`config.mk`:
```
export PLATFORM = sky130hd
export DESIGN_NAME = decode_stage
export DESIGN_NICKNAME = d
export VERILOG_FILES = /design/src/mips_pkg.sv /design/src/control_decoder.sv /design/src/decode_stage.sv /design/src/id_ex_latch.sv /design/src/instruction_decode.sv /design/src/register_file.sv
export VERILOG_INCLUDE_DIRS = /design/src
export SDC_FILE = /design/constraint.sdc
export NUM_CORES = 2
export LEC_CHECK = 0
export ABC_CLOCK_PERIOD_IN_PS = 7360
export BUFFER_PORTS_ARGS = -buffer_cell sky130_fd_sc_hd__buf_2
export CAP_MARGIN = 20
export CORE_MARGIN = 3
export CORE_UTILIZATION = 55
export CTS_BUF_LIST = sky130_fd_sc_hd__clkbuf_16
export DETAILED_ROUTE_END_ITERATION = 6
export PLACE_DENSITY = 0.71
export SLEW_MARGIN = 25
export SYNTH_ARGS = -nofsm -noshare
export SYNTH_HDL_FRONTEND = slang
export SYNTH_SLANG_ARGS = --single-unit
```
`constraint.sdc`:
```
create_clock -name clock -period 7.36 [get_ports clock]
set_input_delay 0.736 -clock clock [delete_from_list [all_inputs] [get_ports clock]]
set_output_delay 0.736 -clock clock [all_outputs]
set_load 0.02 [all_outputs]
```
`src/mips_params.svh`:
```
`ifndef MIPS_PARAMS_SVH
`define MIPS_PARAMS_SVH

//////////////////////////////////////////////////////////////////////
// Datapath sizing fixed by the instruction format
//////////////////////////////////////////////////////////////////////

// Register and ALU word width
`define MIPS_DATA_W 32

// Register specifier width of the rs, rt and rd fields
`define MIPS_REG_AW 5

// Word-addressed program counter
`define MIPS_PC_W 11

// Architectural register count
`define MIPS_NUM_REGS 32

`endif

```
`src/mips_pkg.sv`:
```
`include "mips_params.svh"

package mips_pkg;

	//////////////////////////////////////////////////////////////////////
	// Instruction encodings
	//////////////////////////////////////////////////////////////////////

	// Primary opcode in bits 31:26
	typedef enum logic [5:0] {
		R_TYPE = 6'h00,
		J      = 6'h02,
		JAL    = 6'h03,
		BEQ    = 6'h04,
		BNE    = 6'h05,
		ADDI   = 6'h08,
		ANDI   = 6'h0c,
		ORI    = 6'h0d,
		LW     = 6'h23,
		SW     = 6'h2b
	} opcode_e;

	// Function field for R-type in bits 5:0
	typedef enum logic [5:0] {
		JR  = 6'h08,
		ADD = 6'h20,
		SUB = 6'h22,
		AND = 6'h24,
		OR  = 6'h25,
		SLT = 6'h2a
	} funct_e;

	// Operation handed to the execute stage
	typedef enum logic [2:0] {
		ALU_ADD = 3'd0,
		ALU_SUB = 3'd1,
		ALU_AND = 3'd2,
		ALU_OR  = 3'd3,
		ALU_SLT = 3'd4
	} alu_op_e;

	//////////////////////////////////////////////////////////////////////
	// Pipeline payloads
	//////////////////////////////////////////////////////////////////////

	// Control bits where all zero is a bubble
	typedef struct packed {
		logic    reg_write;
		logic    mem_read;
		logic    mem_write;
		logic    mem_to_reg;
		logic    alu_src_imm;
		logic    reg_dst_rd;
		logic    branch_eq;
		logic    branch_ne;
		alu_op_e alu_op;
	} ctrl_t;

	// Contents of the ID/EX latch
	typedef struct packed {
		ctrl_t                   ctrl;
		logic [`MIPS_DATA_W-1:0] data_a;
		logic [`MIPS_DATA_W-1:0] data_b;
		logic [`MIPS_DATA_W-1:0] sign_extended;
		logic [`MIPS_REG_AW-1:0] reg_dest_r_type;
		logic [`MIPS_REG_AW-1:0] reg_dest_l_type;
		logic [`MIPS_PC_W-1:0]   pc_plus_one;
	} id_ex_t;

endpackage

```
`src/control_decoder.sv`:
```
`timescale 1ns/1ps

module control_decoder (
	input  mips_pkg::opcode_e opcode,
	input  mips_pkg::funct_e  funct,
	output mips_pkg::ctrl_t   ctrl,
	output logic              take_jump,
	output logic              illegal
);
	import mips_pkg::*;

	always_comb begin
		// Bubble unless an opcode below claims it
		ctrl      = '0;
		take_jump = 1'b0;
		illegal   = 1'b0;
		case (opcode)
			R_TYPE: begin
				// Register ops write rd
				ctrl.reg_write  = 1'b1;
				ctrl.reg_dst_rd = 1'b1;
				case (funct)
					ADD: ctrl.alu_op = ALU_ADD;
					SUB: ctrl.alu_op = ALU_SUB;
					AND: ctrl.alu_op = ALU_AND;
					OR:  ctrl.alu_op = ALU_OR;
					SLT: ctrl.alu_op = ALU_SLT;
					JR: begin
						// Register jump with nothing written back
						ctrl      = '0;
						take_jump = 1'b1;
					end
					default: begin
						ctrl    = '0;
						illegal = 1'b1;
					end
				endcase
			end
			// Direct jumps with the link write handled past this stage
			J, JAL: take_jump = 1'b1;
			BEQ: begin
				ctrl.branch_eq = 1'b1;
				ctrl.alu_op    = ALU_SUB;
			end
			BNE: begin
				ctrl.branch_ne = 1'b1;
				ctrl.alu_op    = ALU_SUB;
			end
			// Immediates write rt
			ADDI, ANDI, ORI: begin
				ctrl.reg_write   = 1'b1;
				ctrl.alu_src_imm = 1'b1;
				ctrl.alu_op      = (opcode == ANDI) ? ALU_AND :
					(opcode == ORI) ? ALU_OR : ALU_ADD;
			end
			LW: begin
				ctrl.reg_write   = 1'b1;
				ctrl.mem_read    = 1'b1;
				ctrl.mem_to_reg  = 1'b1;
				ctrl.alu_src_imm = 1'b1;
			end
			// Address add only
			SW: begin
				ctrl.mem_write   = 1'b1;
				ctrl.alu_src_imm = 1'b1;
			end
			default: illegal = 1'b1;
		endcase
	end

	// Load and store are exclusive across every opcode
	always_comb begin
		a_mem_excl: assert (!(ctrl.mem_read && ctrl.mem_write));
	end

endmodule

```
`src/decode_stage.sv`:
```
`timescale 1ns/1ps
`include "mips_params.svh"

module decode_stage (
	input  logic                    clock,
	input  logic                    rst_n,
	input  logic [`MIPS_DATA_W-1:0] instruction,
	input  logic [`MIPS_PC_W-1:0]   current_pc,
	input  logic [`MIPS_DATA_W-1:0] write_back_data,
	input  logic [`MIPS_REG_AW-1:0] write_back_address,
	input  logic                    reg_write,
	input  logic                    flush,
	output mips_pkg::id_ex_t        id_ex,
	output logic [`MIPS_PC_W-1:0]   jump_dest_addr,
	output logic                    take_jump
);
	import mips_pkg::*;

	// Decode result ahead of the latch
	id_ex_t id_next;

	// Fields, operands and control with jump outputs straight to fetch
	instruction_decode u_decode (
		.clock              (clock),
		.rst_n              (rst_n),
		.instruction        (instruction),
		.current_pc         (current_pc),
		.write_back_data    (write_back_data),
		.write_back_address (write_back_address),
		.reg_write          (reg_write),
		.id_next            (id_next),
		.jump_dest_addr     (jump_dest_addr),
		.take_jump          (take_jump)
	);

	// One cycle to execute
	id_ex_latch u_latch (
		.clock   (clock),
		.rst_n   (rst_n),
		.flush   (flush),
		.id_next (id_next),
		.id_ex   (id_ex)
	);

endmodule

```
`src/id_ex_latch.sv`:
```
`timescale 1ns/1ps

module id_ex_latch (
	input  logic             clock,
	input  logic             rst_n,
	input  logic             flush,
	input  mips_pkg::id_ex_t id_next,
	output mips_pkg::id_ex_t id_ex
);

	//////////////////////////////////////////////////////////////////////
	// ID/EX pipeline register
	//////////////////////////////////////////////////////////////////////

	always_ff @(posedge clock) begin
		if (!rst_n || flush) begin
			// Bubble with every control bit inactive
			id_ex <= '0;
		end else begin
			id_ex <= id_next;
		end
	end

	// Flushed slot reaches execute as a bubble
	a_flush_bubble: assert property (@(posedge clock) disable iff (!rst_n)
		flush |=> (id_ex.ctrl == '0));

endmodule

```
`src/instruction_decode.sv`:
```
`timescale 1ns/1ps
`include "mips_params.svh"

module instruction_decode (
	input  logic                    clock,
	input  logic                    rst_n,
	input  logic [`MIPS_DATA_W-1:0] instruction,
	input  logic [`MIPS_PC_W-1:0]   current_pc,
	input  logic [`MIPS_DATA_W-1:0] write_back_data,
	input  logic [`MIPS_REG_AW-1:0] write_back_address,
	input  logic                    reg_write,
	output mips_pkg::id_ex_t        id_next,
	output logic [`MIPS_PC_W-1:0]   jump_dest_addr,
	output logic                    take_jump
);
	import mips_pkg::*;

	// Instruction fields
	opcode_e                 opcode;
	funct_e                  funct;
	logic [`MIPS_REG_AW-1:0] rs;
	logic [`MIPS_REG_AW-1:0] rt;
	logic [`MIPS_REG_AW-1:0] rd;
	logic [15:0]             imm;

	// Derived values
	logic [`MIPS_DATA_W-1:0] sign_extended;
	logic [`MIPS_DATA_W-1:0] data_a;
	logic [`MIPS_DATA_W-1:0] data_b;
	logic [`MIPS_PC_W-1:0]   pc_plus_one;
	logic [`MIPS_PC_W-1:0]   branch_target;
	ctrl_t                   ctrl;
	logic                    illegal;

	//////////////////////////////////////////////////////////////////////
	// Field split
	//////////////////////////////////////////////////////////////////////

	assign opcode = opcode_e'(instruction[31:26]);
	assign rs     = instruction[25:21];
	assign rt     = instruction[20:16];
	assign rd     = instruction[15:11];
	assign imm    = instruction[15:0];
	assign funct  = funct_e'(instruction[5:0]);

	// Replicate bit 15 up to word width
	assign sign_extended = {{(`MIPS_DATA_W-16){imm[15]}}, imm};

	// Branch target wraps at PC width
	assign pc_plus_one   = current_pc + `MIPS_PC_W'(1);
	assign branch_target = pc_plus_one + sign_extended[`MIPS_PC_W-1:0];

	register_file u_regfile (
		.clock        (clock),
		.rst_n        (rst_n),
		.read_addr_a  (rs),
		.read_addr_b  (rt),
		.write_addr   (write_back_address),
		.write_data   (write_back_data),
		.write_enable (reg_write),
		.read_data_a  (data_a),
		.read_data_b  (data_b)
	);

	control_decoder u_ctrl (
		.opcode    (opcode),
		.funct     (funct),
		.ctrl      (ctrl),
		.take_jump (take_jump),
		.illegal   (illegal)
	);

	//////////////////////////////////////////////////////////////////////
	// Jump destination back to fetch
	//////////////////////////////////////////////////////////////////////

	always_comb begin
		if (opcode == J || opcode == JAL) begin
			jump_dest_addr = instruction[`MIPS_PC_W-1:0];
		end else if (take_jump) begin
			// Only JR is left and takes its target from rs
			jump_dest_addr = data_a[`MIPS_PC_W-1:0];
		end else begin
			jump_dest_addr = branch_target;
		end
	end

	// Payload for the ID/EX latch
	always_comb begin
		id_next.ctrl            = ctrl;
		id_next.data_a          = data_a;
		id_next.data_b          = data_b;
		id_next.sign_extended   = sign_extended;
		id_next.reg_dest_r_type = rd;
		id_next.reg_dest_l_type = rt;
		id_next.pc_plus_one     = pc_plus_one;
	end

	// Fetch never redirected on a bad opcode
	a_no_illegal_jump: assert property (@(posedge clock) disable iff (!rst_n)
		!(illegal && take_jump));

endmodule

```
`src/register_file.sv`:
```
`timescale 1ns/1ps
`include "mips_params.svh"

module register_file (
	input  logic                    clock,
	input  logic                    rst_n,
	input  logic [`MIPS_REG_AW-1:0] read_addr_a,
	input  logic [`MIPS_REG_AW-1:0] read_addr_b,
	input  logic [`MIPS_REG_AW-1:0] write_addr,
	input  logic [`MIPS_DATA_W-1:0] write_data,
	input  logic                    write_enable,
	output logic [`MIPS_DATA_W-1:0] read_data_a,
	output logic [`MIPS_DATA_W-1:0] read_data_b
);

	// Register array
	logic [`MIPS_DATA_W-1:0] regs [`MIPS_NUM_REGS];

	// Write to r0 is dropped
	logic write_valid;

	assign write_valid = write_enable && (write_addr != '0);

	//////////////////////////////////////////////////////////////////////
	// Write port
	//////////////////////////////////////////////////////////////////////

	always_ff @(posedge clock) begin
		if (!rst_n) begin
			// Clear every entry
			for (int i = 0; i < `MIPS_NUM_REGS; i++) begin
				regs[i] <= '0;
			end
		end else if (write_valid) begin
			regs[write_addr] <= write_data;
		end
	end

	//////////////////////////////////////////////////////////////////////
	// Read ports with write-through
	//////////////////////////////////////////////////////////////////////

	always_comb begin
		// Port A
		if (read_addr_a == '0) begin
			read_data_a = '0;
		end else if (write_valid && (write_addr == read_addr_a)) begin
			read_data_a = write_data;
		end else begin
			read_data_a = regs[read_addr_a];
		end
		// Port B by the same rule
		if (read_addr_b == '0) begin
			read_data_b = '0;
		end else if (write_valid && (write_addr == read_addr_b)) begin
			read_data_b = write_data;
		end else begin
			read_data_b = regs[read_addr_b];
		end
	end

	// r0 stays zero once reset has run
	a_r0_zero: assert property (@(posedge clock) disable iff (!rst_n) regs[0] == '0);

endmodule

```
==> flow_summary.json <==
{
  "core_area_um2": 106000,
  "startpoint_type": "input pin",
  "grt-ovfl-total": 0,
  "final_cell_mix": "1024 x edfxtp_1, 993 x and2_1, 553 x mux4_2",
  "synth_area_leaders": "edfxtp_1 52%, mux4_2 21%, and2_1 11%",
  "synthesis.area_um2": 58900,
  "wire_per_inst_um": 37.0,
  "crit_top_cell": "buf_2",
  "crit_required_ns": 6.62,
  "synth_fa_ha_area_share_pct": 0.310,
  "drt_iter0_drc": 6717,
  "path_cells": "buf_2 > or3_1 > nor3_1 > or4_2 > buf_4 > o21ai_1 > o221ai_1 > buf_2",
  "grt_pass1_wl_um": 281000,
  "die_height_um": 333,
  "vias": 38300,
  "grt_pass1_vias": 37500,
  "syn_to_final_growth_pct": 11.4,
  "powerDensity_nw_per_um2": 239,
  "drv_cap": 0,
  "place_hpwl_um": 114000,
  "max_slew.worst_pin.slew_ns": 1.12,
  "firstDrtPassIters": 6,
  "netlist_instances": 3871,
  "synthMuxAreaShare_pct": 24.1,
  "via_per_inst": 7.05,
  "synth_top_cell_area_share_pct": 52.2,
  "grt.met2_usage_pct": 54.4,
  "cpPeakStageDelay_ns": 1.07,
  "fin_tns_setup_ns": 0,
  "p_leak_nw": 23.1,
  "ctsResizeCount": 0,
  "postCtsSetupRepairBufs": 0,
  "clkTransAtPathRegs_ns": 0.06,
  "status": "finished clean",
  "finalCriticalPeriod_ns": 4.99,
  "end_kind": "primary output",
  "start_util_pct": 55.7,
  "antenna_found_initial": 23,
  "hold_viol_final": 0,
  "finalWirelength_um": 202000,
  "synth_top_cell_by_area": "edfxtp_1",
  "nets": 4027,
  "clock-root-buffer": "clkbuf_16",
  "cts.sinks": 1130,
  "use_met3_pct": 11.4,
  "drv_slew": 0,
  "pin_count": 224,
  "dpl_worst_slack_ns": 2.46,
  "cp_slowest_cell": "or4_2",
  "ys_warn_count": 0,
  "grt_util_all_layers_pct": 36.2,
  "rsz0062_at_grt": "false",
  "synthXorXnorAreaFrac_pct": 0.402,
  "fp.dieW_um": 333,
  "cts_tree": "yes",
  "portBuffers": 223,
  "setup_viol": 0,
  "postSynthAreaPerCell_um2": 15.2,
  "skew_ns": 0.0265,
  "synthSimpleGateAreaFrac_pct": 12.6,
  "grt_max_degree": 132,
  "dieArea_um2": 111000,
  "synth_seq_area_share_pct": 55.8,
  "fmax_mhz": 200,
  "drive_gt1_share_pct": 29.3,
  "max_slew_margin_pct": 25.0,
  "arrival_ns": 4.26,
  "clk_path_buf_depth": 3,
  "fin_crit_sh_pct": 67.8,
  "synth-edff-count": 1024,
  "ir_drop_mv": 0.196,
  "grt-busiest-layer": "met2",
  "ctsHoldBuffers": 0,
  "layout_commonest_cell": "edfxtp_1",
  "synth_compound_area_share_pct": 3.27,
  "global_route.usage.met1_pct": 48.6,
  "fillCellCount": 7665,
  "timing.final.ws_setup_ns": 2.37,
  "synth_top_family_by_area": "multiplexers",
  "drc": 0,
  "worstSkewPairLatency_ns": 0.71,
  "rows": 119,
  "cp_max_fo": 15,
  "synth_seq_cells": 1130,
  "cts.htree.levels": 3,
  "cts_made_buffers": 120,
  "synthFlopType": "edfxtp_1",
  "synthArstFlopShare_pct": 0,
  "ant_nets": 0,
  "routabilityCongestion": 0.874,
  "path_class": "in2out",
  "yosysUniqueCellTypes": 61,
  "power_mw": 15.7,
  "hp-class": "in2reg"
}
-- per-layer routing --
metal	part of all wire, %	up-vias
li1	-	15000
met1	35	19500
met2	45	3283
met3	15	632
met4	5.4	6
met5	0.025	-
-- flip-flops by register name, summed over array words and instances, names as in the netlist --
register,cells
u_decode.u_regfile.regs,1024
u_latch.id_ex,106
-- cell type report --
type                            instances  area, um2  area share (%)
Tap cell                             1391       1740            2.65
Antenna cell                           16       40.0          0.0611
Sequential cell                      1130      32900            50.1
Clock buffer                          126       3150            4.81
Timing Repair Buffer                  336       2160            3.29
Inverter                               11       41.3          0.0630
Multi-Input combinational cell       2330      24700            37.6
Clock inverter                        100        887            1.35
-- stage by stage --
step | cell area, um2 | utilization, % | std cells | hold slack [ns]
2_1_floorplan | 59000 | - | 3902 | 0.777
3_3_place_gp | 61400 | 58.1 | 5194 | 0.883
3_5_place_dp | 61500 | 58.1 | 5196 | 0.887
4_1_cts | 65500 | 62.0 | 5422 | 0.218
5_1_grt | 65500 | 62.0 | 5426 | 0.248
6_report | 65600 | 62.0 | 5440 | 0.253
-- cells in the mapped netlist, drive strengths merged (4+ instances only) --
cell type / instances
nand3: 29
mux4: 553
o21a: 4
and3: 4
nand3b: 4
ha: 13
dfxtp: 106
a221oi: 10
nor4: 10
nor3: 40
edfxtp: 1024
o221ai: 33
mux2i: 121
xnor2: 13
nor2: 96
clkbuf: 293
a221o: 7
a211oi: 41
mux2: 45
a21oi: 45
buf: 138
o21bai: 12
nand2: 41
a21o: 5
o21ai: 94
nor2b: 12
and2: 993
o211ai: 5
inv: 11
a22oi: 9
o22ai: 6
xor2: 14
-- worst max-delay path, delay by kind of cell --
| family | cells | cell delay (ns) |
|---|---|---|
| compound gates | 2 | 0.84 |
| buf+inv | 3 | 0.80 |
| simple gates | 3 | 1.87 |
-- power breakdown --
part	leakage [nW]	internal (mW)	total [mW]	switching, mW
Clock	2.10	3.66	6.26	2.60
Sequential	10.6	7.35	7.53	0.179
Combinational	10.4	0.794	1.91	1.11
Total	23.1	11.8	15.7	3.89
-- final timing paths --
check / start / end / slack [ns] / cells past startpoint
max: write_back_address[4] / jump_dest_addr[1] / 2.37 / 8
min: instruction[15] / u_latch.id_ex[36] / 0.25 / 2
max reg2reg: u_decode.u_regfile.regs[17][6] / u_latch.id_ex[91] / 4.96 / 6
min reg2reg: u_decode.u_regfile.regs[23][16] / u_latch.id_ex[101] / 0.93 / 4
-- kinds of logic after synthesis --
family | count (synthesis)
muxes | 719
other | 1
xor gates and xnor gates | 27
DFF | 1130
buffers and inverters | 442
adders and majority gates | 14
and+or+nand+nor | 1250
AOI/OAI and AO/OA | 288
Power figures use the tool's default switching activity.
